==> src/rtl/uartPkg.sv <==
// Fixed 8E2 receive format at 64 clocks per bit; host credit counter must stay below 256
`default_nettype none

package uartPkg;

	// Frame format: start, data, even parity, stop
	localparam int unsigned DataBits = 8;
	localparam int unsigned StopBits = 2;
	localparam int unsigned FrameBits = 1 + DataBits + 1 + StopBits;

	// Oversampling, one bit is OverSample * SampleDiv clocks
	localparam int unsigned OverSample = 16;
	localparam int unsigned SampleDiv = 4;

	// Start is confirmed half a bit after the falling edge
	localparam int unsigned StartSamples = OverSample / 2;

	// Queue size, also the initial credit of the deframer
	localparam int unsigned FifoDepth = 8;

	// Rts drops at or below this many credits
	localparam int unsigned RtsLow = 2;

	// Error flags carried with each word
	localparam int unsigned ErrWidth = 4;
	localparam int unsigned ErrFrame = 0;
	localparam int unsigned ErrParity = 1;
	localparam int unsigned ErrBreak = 2;
	localparam int unsigned ErrOverrun = 3;

	// Counter widths
	localparam int unsigned TickWidth = $clog2(SampleDiv);
	localparam int unsigned PhaseWidth = $clog2(OverSample);
	localparam int unsigned BitCntWidth = $clog2(FrameBits);
	localparam int unsigned CreditWidth = $clog2(FifoDepth + 1);
	localparam int unsigned PtrWidth = $clog2(FifoDepth);
	localparam int unsigned HostCreditWidth = 8;

endpackage

`default_nettype wire

==> src/rtl/uartWordIf.sv <==
// Credit is a one-cycle pulse per freed slot; the consumer must take every Push
`timescale 1ns/1ps
`default_nettype none

interface uartWordIf
	import uartPkg::*;
();

	// Word path from deframer to queue
	logic Push;
	logic [DataBits-1:0] Data;
	logic [ErrWidth-1:0] Err;

	// Slot returned by the queue
	logic Credit;

	modport producer
	(
		output Push,
		output Data,
		output Err,
		input Credit
	);

	modport consumer
	(
		input Push,
		input Data,
		input Err,
		output Credit
	);

endinterface

`default_nettype wire

==> src/rtl/rxSampler.sv <==
// Line must idle high; a low line after the last stop bit holds the sampler until it rises
`timescale 1ns/1ps
`default_nettype none

module rxSampler
	import uartPkg::*;
(
	input wire Clk,
	input wire Rst,
	input wire RxIn,
	output logic BitStrobe,
	output logic BitValue,
	output logic FrameStart
);

	typedef enum logic [1:0] {SIdle, SStart, SBits, SWaitHigh} sampStateType;

	sampStateType state;
	logic rxMeta;
	logic rxSync;
	logic [TickWidth-1:0] tickCnt;
	logic tick;
	logic [PhaseWidth-1:0] phase;
	logic [BitCntWidth-1:0] bitCnt;
	logic [1:0] history;
	logic vote;

	// Two-flop synchronizer, idles high
	always_ff @(posedge Clk or posedge Rst)
	begin
		if (Rst)
		begin
			rxMeta <= 1'b1;
			rxSync <= 1'b1;
		end
		else
		begin
			rxMeta <= RxIn;
			rxSync <= rxMeta;
		end
	end

	// Sample tick every SampleDiv clocks, phase restarts at the start edge
	assign tick = (state != SIdle) && (tickCnt == TickWidth'(SampleDiv - 1));

	// Majority of the two previous samples and the current one
	assign vote = (history[1] & history[0]) | (history[1] & rxSync) | (history[0] & rxSync);

	always_ff @(posedge Clk or posedge Rst)
	begin
		if (Rst)
		begin
			state <= SIdle;
			tickCnt <= '0;
			phase <= '0;
			bitCnt <= '0;
			history <= 2'b11;
			BitStrobe <= 1'b0;
			BitValue <= 1'b1;
			FrameStart <= 1'b0;
		end
		else
		begin
			BitStrobe <= 1'b0;
			FrameStart <= 1'b0;
			if ((state == SIdle) || tick)
				tickCnt <= '0;
			else
				tickCnt <= tickCnt + 1'b1;
			if (tick)
				history <= {history[0], rxSync};
			case (state)
				SIdle:
					if (!rxSync)
					begin
						state <= SStart;
						phase <= '0;
					end
				SStart:
					// Any high sample before mid-bit is a glitch
					if (rxSync)
						state <= SIdle;
					else if (tick)
					begin
						if (phase == PhaseWidth'(StartSamples - 1))
						begin
							state <= SBits;
							phase <= '0;
							bitCnt <= '0;
							BitStrobe <= 1'b1;
							BitValue <= 1'b0;
							FrameStart <= 1'b1;
						end
						else
							phase <= phase + 1'b1;
					end
				SBits:
					if (tick)
					begin
						if (phase == PhaseWidth'(OverSample - 1))
						begin
							phase <= '0;
							bitCnt <= bitCnt + 1'b1;
							BitStrobe <= 1'b1;
							BitValue <= vote;
							// Data, parity and stop bits follow the start bit
							if (bitCnt == BitCntWidth'(FrameBits - 2))
								state <= SWaitHigh;
						end
						else
							phase <= phase + 1'b1;
					end
				SWaitHigh:
					if (rxSync)
						state <= SIdle;
				default:
					state <= SIdle;
			endcase
		end
	end

endmodule

`default_nettype wire

==> src/rtl/rxDeframer.sv <==
// Word outputs are valid only with Push; a frame finished without credit is lost
`timescale 1ns/1ps
`default_nettype none

module rxDeframer
	import uartPkg::*;
(
	input wire Clk,
	input wire Rst,
	input wire BitStrobe,
	input wire BitValue,
	input wire FrameStart,
	uartWordIf.producer Word,
	output logic Rts
);

	typedef enum logic [2:0] {Idle, Data, Parity, Stop, Done} frameStateType;

	frameStateType state;
	logic [BitCntWidth-1:0] bitCnt;
	logic [DataBits-1:0] dataReg;
	logic parityAcc;
	logic parityBit;
	logic [StopBits-1:0] stopReg;
	logic stopGood;
	logic [ErrWidth-1:0] errNow;
	logic pushNow;
	logic [CreditWidth-1:0] creditCnt;
	logic creditLoaded;
	logic overrunPending;

	// Frame FSM, the start strobe itself is consumed by FrameStart
	always_ff @(posedge Clk or posedge Rst)
	begin
		if (Rst)
		begin
			state <= Idle;
			bitCnt <= '0;
		end
		else
		begin
			case (state)
				Idle:
					if (FrameStart)
					begin
						state <= Data;
						bitCnt <= '0;
					end
				Data:
					if (BitStrobe)
					begin
						if (bitCnt == BitCntWidth'(DataBits - 1))
						begin
							state <= Parity;
							bitCnt <= '0;
						end
						else
							bitCnt <= bitCnt + 1'b1;
					end
				Parity:
					if (BitStrobe)
						state <= Stop;
				Stop:
					if (BitStrobe)
					begin
						if (bitCnt == BitCntWidth'(StopBits - 1))
							state <= Done;
						else
							bitCnt <= bitCnt + 1'b1;
					end
				Done:
					state <= Idle;
				default:
					state <= Idle;
			endcase
		end
	end

	// Shift registers, first data bit ends up as the MSB
	always_ff @(posedge Clk)
	begin
		if ((state == Idle) && FrameStart)
			parityAcc <= 1'b0;
		else if ((state == Data) && BitStrobe)
		begin
			dataReg <= (dataReg << 1) | DataBits'(BitValue);
			parityAcc <= parityAcc ^ BitValue;
		end
		if ((state == Parity) && BitStrobe)
			parityBit <= BitValue;
		if ((state == Stop) && BitStrobe)
			stopReg <= (stopReg << 1) | StopBits'(BitValue);
	end

	assign stopGood = (stopReg == '1);

	always_comb
	begin
		errNow = '0;
		errNow[ErrFrame] = !stopGood;
		// Even parity: data plus parity bit has an even count of ones
		errNow[ErrParity] = (parityAcc != parityBit);
		errNow[ErrBreak] = (dataReg == '0) && !stopGood;
		errNow[ErrOverrun] = overrunPending;
	end

	assign pushNow = (state == Done) && (creditCnt != '0);

	assign Word.Push = pushNow;
	assign Word.Err = errNow;
	assign Word.Data = (errNow != '0) ? '0 : dataReg;

	// Credits start at zero and load the full depth one cycle after reset
	always_ff @(posedge Clk or posedge Rst)
	begin
		if (Rst)
		begin
			creditCnt <= '0;
			creditLoaded <= 1'b0;
			overrunPending <= 1'b0;
		end
		else
		begin
			if (!creditLoaded)
			begin
				creditCnt <= CreditWidth'(FifoDepth);
				creditLoaded <= 1'b1;
			end
			else
				creditCnt <= creditCnt + CreditWidth'(Word.Credit) - CreditWidth'(pushNow);
			// Dropped frame leaves its overrun on the next stored word
			if (pushNow)
				overrunPending <= 1'b0;
			else if (state == Done)
				overrunPending <= 1'b1;
		end
	end

	assign Rts = (creditCnt > CreditWidth'(RtsLow));

endmodule

`default_nettype wire

==> src/rtl/rxCreditFifo.sv <==
// Relies on the producer never pushing into a full queue; host output regs hold between pops
`timescale 1ns/1ps
`default_nettype none

module rxCreditFifo
	import uartPkg::*;
(
	input wire Clk,
	input wire Rst,
	uartWordIf.consumer Word,
	input wire HostCredit,
	output logic HostValid,
	output logic [DataBits-1:0] HostData,
	output logic [ErrWidth-1:0] HostErr
);

	logic [ErrWidth+DataBits-1:0] mem [FifoDepth];
	logic [PtrWidth-1:0] wrPtr;
	logic [PtrWidth-1:0] rdPtr;
	logic [CreditWidth-1:0] fill;
	logic [HostCreditWidth-1:0] hostCredits;
	logic popNow;
	logic creditPulse;

	function automatic logic [PtrWidth-1:0] nextPtr(input logic [PtrWidth-1:0] ptr);
		if (ptr == PtrWidth'(FifoDepth - 1))
			return '0;
		return ptr + 1'b1;
	endfunction

	// A word leaves when the host has credit and the queue holds something
	assign popNow = (hostCredits != '0) && (fill != '0);

	always_ff @(posedge Clk or posedge Rst)
	begin
		if (Rst)
		begin
			wrPtr <= '0;
			rdPtr <= '0;
			fill <= '0;
			hostCredits <= '0;
			HostValid <= 1'b0;
			creditPulse <= 1'b0;
		end
		else
		begin
			HostValid <= popNow;
			// Slot goes back to the deframer together with the host word
			creditPulse <= popNow;
			if (Word.Push)
				wrPtr <= nextPtr(wrPtr);
			if (popNow)
				rdPtr <= nextPtr(rdPtr);
			fill <= fill + CreditWidth'(Word.Push) - CreditWidth'(popNow);
			hostCredits <= hostCredits + HostCreditWidth'(HostCredit)
				- HostCreditWidth'(popNow);
		end
	end

	// Storage and host word
	always_ff @(posedge Clk)
	begin
		if (Word.Push)
			mem[wrPtr] <= {Word.Err, Word.Data};
		if (popNow)
			{HostErr, HostData} <= mem[rdPtr];
	end

	assign Word.Credit = creditPulse;

endmodule

`default_nettype wire

==> src/rtl/uartRxTop.sv <==
// HostCredit is a one-cycle pulse per word the host can take; HostData is valid only with HostValid
`timescale 1ns/1ps
`default_nettype none

module uartRxTop
	import uartPkg::*;
(
	input wire Clk,
	input wire Rst,
	input wire RxIn,
	input wire HostCredit,
	output wire Rts,
	output wire HostValid,
	output wire [DataBits-1:0] HostData,
	output wire [ErrWidth-1:0] HostErr
);

	// Sampler to deframer strobes
	logic bitStrobe;
	logic bitValue;
	logic frameStart;

	uartWordIf wordLink ();

	rxSampler i_rxSampler
	(
		.Clk(Clk),
		.Rst(Rst),
		.RxIn(RxIn),
		.BitStrobe(bitStrobe),
		.BitValue(bitValue),
		.FrameStart(frameStart)
	);

	rxDeframer i_rxDeframer
	(
		.Clk(Clk),
		.Rst(Rst),
		.BitStrobe(bitStrobe),
		.BitValue(bitValue),
		.FrameStart(frameStart),
		.Word(wordLink.producer),
		.Rts(Rts)
	);

	rxCreditFifo i_rxCreditFifo
	(
		.Clk(Clk),
		.Rst(Rst),
		.Word(wordLink.consumer),
		.HostCredit(HostCredit),
		.HostValid(HostValid),
		.HostData(HostData),
		.HostErr(HostErr)
	);

endmodule

`default_nettype wire

==> config.mk <==
export PLATFORM = sky130hd
export DESIGN_NAME = uartRxTop
export DESIGN_NICKNAME = d
export VERILOG_FILES = /design/src/rtl/uartPkg.sv /design/src/rtl/uartWordIf.sv /design/src/rtl/rxSampler.sv /design/src/rtl/rxDeframer.sv /design/src/rtl/rxCreditFifo.sv /design/src/rtl/uartRxTop.sv
export SDC_FILE = /design/constraint.sdc
export NUM_CORES = 1
export LEC_CHECK = 0
export BUFFER_PORTS_ARGS = -buffer_cell sky130_fd_sc_hd__buf_4
export CAP_MARGIN = 10
export CORE_UTILIZATION = 25
export CTS_BUF_LIST = sky130_fd_sc_hd__clkbuf_4 sky130_fd_sc_hd__clkbuf_8
export DETAILED_ROUTE_END_ITERATION = 8
export MAX_ROUTING_LAYER = met4
export REMOVE_ABC_BUFFERS = 1
export SETUP_SLACK_MARGIN = 0.4
export SYNTH_ARGS = -nofsm -noshare
export SYNTH_HDL_FRONTEND = slang
export SYNTH_SLANG_ARGS = --single-unit
==> constraint.sdc <==
create_clock -name Clk -period 7.8 [get_ports Clk]
set_input_delay 1.95 -clock Clk [delete_from_list [all_inputs] [get_ports Clk]]
set_output_delay 1.95 -clock Clk [all_outputs]
set_load 0.1 [all_outputs]
After elaboration in Yosys (flattened, before gate mapping) --
Memory sizes are Yosys's and may differ from the RTL's. A register that Yosys moved wholly into a read port is not among the register bits. Index checks and enable logic that the tools add are counted.
Storage, ports and cells: register bits 63, latch bits 0, memory bits (writable) 96, memory bits (read-only) 0, bits of input ports 4, output and inout bits 14, logic and storage cells 172, memories 1
Memories:
- i_rxCreditFifo.mem | depth 8, width 12, read ports 1, clocked after Yosys merged registers in 1, write ports 1, line rxCreditFifo.sv:17 | logic [ErrWidth+DataBits-1:0] mem [FifoDepth];
Cells by class: add/subtract/negate cells 12, $mul 0, div/mod/pow operators 0, order comparisons 1, equality and inequality tests 34, shifts and indexed selects 0, mux-type cells 63, bitwise gates (word level) 9, reductions and logical operators 28
Operators by type and width (number):
- $mux W4 | 17
- $mux W3 | 10
- $pmux W4 S3 | 2
- $mux W1 | 19
- $mux W2 | 9
- $ne A2 B1 Y1 const B | 8
- $ne A2 B2 Y1 const B | 7
- $add A4 B1 Y4 const B | 3
- $pmux W3 S4 | 1
- $reduce_and A6 Y1 | 2
- $reduce_bool A4 Y1 | 3
- $reduce_and A5 Y1 | 2
- $eq A3 B3 Y1 const B | 3
- $add A4 B1 Y4 | 2
- $add A8 B1 Y8 | 1
- $eq A2 B2 Y1 const B | 4
- $eq A4 B3 Y1 const B | 2
- $eq A4 B4 Y1 const B | 2
- $logic_and A1 B1 Y1 | 8
- $logic_not A8 Y1 | 1
- $mux W8 | 1
- $or A8 B1 Y8 | 1
- $pmux W2 S4 | 1
- $pmux W4 S2 | 1
- other kinds (26) | 37

Logic depth before layout (Yosys ltp) --
word-level depth 6, gate-level depth with buffers 13, depth with buffers taken out 13

Modules after synthesis --
A second synthesis with hierarchy kept.
Unflattened totals: cells, all modules 499, area, all modules 7604.8 um^2
By module, submodules not included:
- rxCreditFifo | instances 1, cells each 271, area each 5247.5 um^2, sequential area each 3718.6 um^2
- rxDeframer | instances 1, cells each 118, area each 1292.5 um^2, sequential area each 675.6 um^2
- rxSampler | instances 1, cells each 110, area each 1064.8 um^2, sequential area each 481.7 um^2

Worst setup path before layout --
Ideal clock, no wire load.
path kind register to register, start point register i_rxCreditFifo.fill[2], end point register i_rxCreditFifo.hostCredits[7], library setup time 0.123 ns, data arrival time 3.374 ns, data required time 7.677 ns, path slack 4.303 ns, stages on the path, launching flop included 12, path buffers 0, period minus slack after synthesis 3.497 ns, cell sequence dfrtp_1 -> inv_1 -> ha_1 -> nor3b_1 -> a41oi_1 -> nor2b_1 -> inv_1 -> ha_1 -> a21o_1 -> a2111oi_0 -> a21oi_1 -> xnor2_1
On the way: cells in the longest elaborated chain, start to end 3
Ends and longest elaborated chain:
- from (decl) | line rxCreditFifo.sv:20 | logic [CreditWidth-1:0] fill;
- from (signal assigned) | line rxCreditFifo.sv:54 | fill <= fill + CreditWidth'(Word.Push) - CreditWidth'(popNow);
- $reduce_bool A4 Y1 | line rxCreditFifo.sv:32 | assign popNow = (hostCredits != '0) && (fill != '0);
- $logic_and A1 B1 Y1 | line rxCreditFifo.sv:32
- named net i_rxCreditFifo.popNow | line rxCreditFifo.sv:22 | logic popNow;
- $sub A8 B1 Y8 | line rxCreditFifo.sv:56 | - HostCreditWidth'(popNow);
- to (signal assigned) | line rxCreditFifo.sv:55 | hostCredits <= hostCredits + HostCreditWidth'(HostCredit)
- to (decl) | line rxCreditFifo.sv:21 | logic [HostCreditWidth-1:0] hostCredits;
The timed path passes the listed nets, and every way through them passes these cells. A chain may end at the register's enable or synchronous reset.

Final worst setup path --
start point register i_rxDeframer.creditCnt[2], end point output Rts
On the way: cells in the longest elaborated chain, start to end 1
Ends and longest elaborated chain:
- from (decl) | line rxDeframer.sv:28 | logic [CreditWidth-1:0] creditCnt;
- from (signal assigned) | line rxDeframer.sv:126 | creditCnt <= CreditWidth'(FifoDepth);
- from (signal assigned) | line rxDeframer.sv:130 | creditCnt <= creditCnt + CreditWidth'(Word.Credit) - CreditWidth'(pushNow);
- $gt A4 B2 Y1 | line rxDeframer.sv:139 | assign Rts = (creditCnt > CreditWidth'(RtsLow));
- to (decl) | line uartRxTop.sv:12 | output wire Rts,
Every way passes these cells.

==> reports/metrics.csv <==
stage,metric,value,unit
floorplanning,# rows,62,
yosys,Mapped Area,7480,µm²
timing,min Tclk post-route,3380,ps
global_route,largest net degree at the start of global routing,52,
floorplanning,Die Ht,175,µm
clock_network,CTS Sinks,171,
detailed_routing,detailed router's first-iteration violation count,261,
yosys,Synth Area per Inst,15.5,µm²
clock_network,Post-CTS Setup Repair Bufs,0,
hold_path,Tightest Hold Check Type,reg2reg,
clock_network,cell at the root of the clock tree,clkbuf_8,
floorplanning,initial core utilization,0.257,
place,routability cong.,0.749,
cells_and_area,fin cells,914,
setup_path,CP required,5850,ps
global_route,Global Route Usage Sum,0.0946,
timing,endpoints failing hold,0,
timing,setup ws final,4420,ps
yosys,ys async rst share,0.298,
timing,pins over their slew limit,0,
timing,Final setup violation count,0,
cells_and_area,n_diodes,0,
global_route,initial antenna violation count,0,
detailed_routing,"antenna viol nets, final",0,
setup_path,Setup crit end kind,output pin,
setup_path,critical path launch point type,flop,
place,Detailed Place HPWL,8350,µm
yosys,yosys warns,0,
detailed_routing,total number of vias,3970,
yosys,"EDFF count, synth",119,
yosys,commonest register cell after synthesis,edfxtp_1,
global_route,vias in the first global route,4001,
clock_network,Num CTS Buffers,17,
clock_network,CTS Hold Bufs,0,
power,worst vdd ir,132,µV
timing,FMAX,296,MHz
yosys,"area leader, netlist",edfxtp_1,
timing,RSZ-0062 raised after global routing,no,
detailed_routing,post-route DRC violation count,0,
detailed_routing,via/cell ratio,4.34,
clock_network,H-Tree Depth,4,
cells_and_area,layout cells sized above 1,0.242,
cells_and_area,"most common cell after layout, fill and taps aside",edfxtp_1,
place,dpl cell area,8170,µm²
setup_path,worst path cell trace,inv_1 > ha_1 > nand2_1 > buf_4,
yosys,"Distinct cells, synth",61,
setup_path,Critical Path AT,1430,ps
yosys,number of synthesized register bits,171,
setup_path,CP max stage delay,340,ps
setup_path,critical path's slowest cell,dfrtp_1,
timing,period utilization,0.434,
setup_path,top fanout value on the critical path,2,
yosys,Area contributors post-synth,"edfxtp_1, dfrtp_1, mux4_2",
floorplanning,die footprint,30600,µm²
floorplanning,Ports,18,
floorplanning,Die W,175,µm
run,maxcap violations,0,
clock_network,clk slew on worst S/H paths,100,ps
yosys,cell count after synthesis,482,
place,dpl cells,882,
timing,slew margin rel.,0.354,
power,LEAKAGE,0.00319,µW
clock_network,post_cts resized,0,
cells_and_area,"commonest cells after routing, fill and taps aside","edfxtp_1, dfrtp_1, inv_1",
floorplanning,Core Region,29100,µm²
yosys,register area share after synthesis,0.652,
timing,Worst Max-Slew Pin Slew,968,ps
clock_network,CTS tree,done,
cells_and_area,nets,557,
global_route,first-pass GRT wire length,21600,µm
cells_and_area,final instance area,8600,µm²
power,Power Density,354,nW/µm²
clock_network,clock buffer depth,2,
detailed_routing,DR WL/cell,14.6,µm
detailed_routing,drt pass-1 iters,4,
setup_path,critical path class,reg2out,
clock_network,Skew-Pair Late Insertion Delay,470,ps
cells_and_area,Area growth syn-to-layout,14.9,%
global_route,GRT overflow,0,
place,dpl ws,4290,ps
timing,TNS Setup,0,ps
timing,skew final,21.8,ps
place,port bufs,17,
yosys,Synth top area share,0.478,
detailed_routing,"wirelength, routed",13400,µm
status,status,completed,
sequential cells by signal (all words and copies together) (netlist names), 2 cells and up, named ones only:
signal,flops
i_rxCreditFifo.HostData,8
i_rxCreditFifo.HostErr,4
i_rxCreditFifo.fill,4
i_rxCreditFifo.hostCredits,8
i_rxCreditFifo.mem,96
i_rxCreditFifo.rdPtr,3
i_rxCreditFifo.wrPtr,3
i_rxDeframer.bitCnt,4
i_rxDeframer.creditCnt,4
i_rxDeframer.dataReg,8
i_rxDeframer.state,3
i_rxDeframer.stopReg,2
i_rxSampler.bitCnt,4
i_rxSampler.history,2
i_rxSampler.phase,4
i_rxSampler.tickCnt,2
layer usage:
metal,track usage,vias up,routed length (µm)
met5,-,-,0
li1,-,1894,-
met1,0.125,2012,6680
met4,0.0283,0,71
met2,0.142,56,6250
met3,0.0242,8,387
through the flow:
step | hold WS [ps] | power (µW) | util
after global placement | 347 | 2400 | 0.281
final | 361 | 3050 | 0.295
after CTS | 363 | 3090 | 0.295
after detailed placement | 348 | 2420 | 0.281
after floorplan | 345 | 2160 | -
after global routing | 364 | 3240 | 0.295
cell usage after synthesis, types with 4 or more instances:
master / instances
edfxtp_1: 119
dfrtp_1: 46
inv_1: 37
ha_1: 33
mux4_2: 24
mux2_2: 20
nor2_1: 16
and2_1: 15
a21oi_1: 14
nand2_1: 14
nor3_1: 14
clkbuf_1: 9
o21ai_0: 8
nand2b_1: 7
xor2_1: 7
a21o_1: 6
nor3b_1: 6
dfstp_2: 5
o211ai_1: 5
o31ai_1: 5
mux2i_1: 4
xnor2_1: 4
power breakdown:
part           leakage (µW)  switching (µW)  internal, µW
Combinational       0.00123             716           468
Sequential          0.00175            92.8          1110
Clock              0.000209             381           278
Total               0.00319            1190          1860
logic make-up after synthesis:
logic type,after synthesis,synth area share
xor gates and xnor gates,11,0.0129
DFF,171,0.652
adders and majority gates,37,0.0645
AOI/OAI and AO/OA,60,0.0553
muxes,48,0.108
buffers and inverters,51,0.0281
and+or+nand+nor,103,0.0794
other,1,0.000501
cell type report:
cell class | instances | area (µm²)
Multi-Input combinational cell | 260 | 2450
Tap cell | 384 | 480
Timing Repair Buffer | 30 | 225
Inverter | 37 | 139
Sequential cell | 171 | 4880
Clock inverter | 15 | 190
Fill cell | 2926 | 20500
Clock buffer | 17 | 234
worst max-delay path: cells and delay by family (launching register included):
kind          cells  cell delay [ps]
flops             1              340
buf+inv           2              340
fa+ha+maj         1              200
simple gates      1               90
path summary, 6_finish.rpt:
kind / cells after the start / slack, ps / end / startpoint
min in group asynchronous: 3 / 1660 / i_rxSampler.tickCnt[0] / Rst
hold / removal: 0 / 360 / i_rxSampler.rxSync / i_rxSampler.rxMeta
setup reg to reg: 11 / 4720 / i_rxDeframer.creditCnt[2] / i_rxDeframer.creditCnt[2]
setup / recovery: 4 / 4420 / Rts / i_rxDeframer.creditCnt[2]
max in group asynchronous: 3 / 5680 / i_rxDeframer.creditCnt[1] / Rst
hold reg to reg: 0 / 360 / i_rxSampler.rxSync / i_rxSampler.rxMeta
Note: power is estimated with default switching activity, not from simulation.
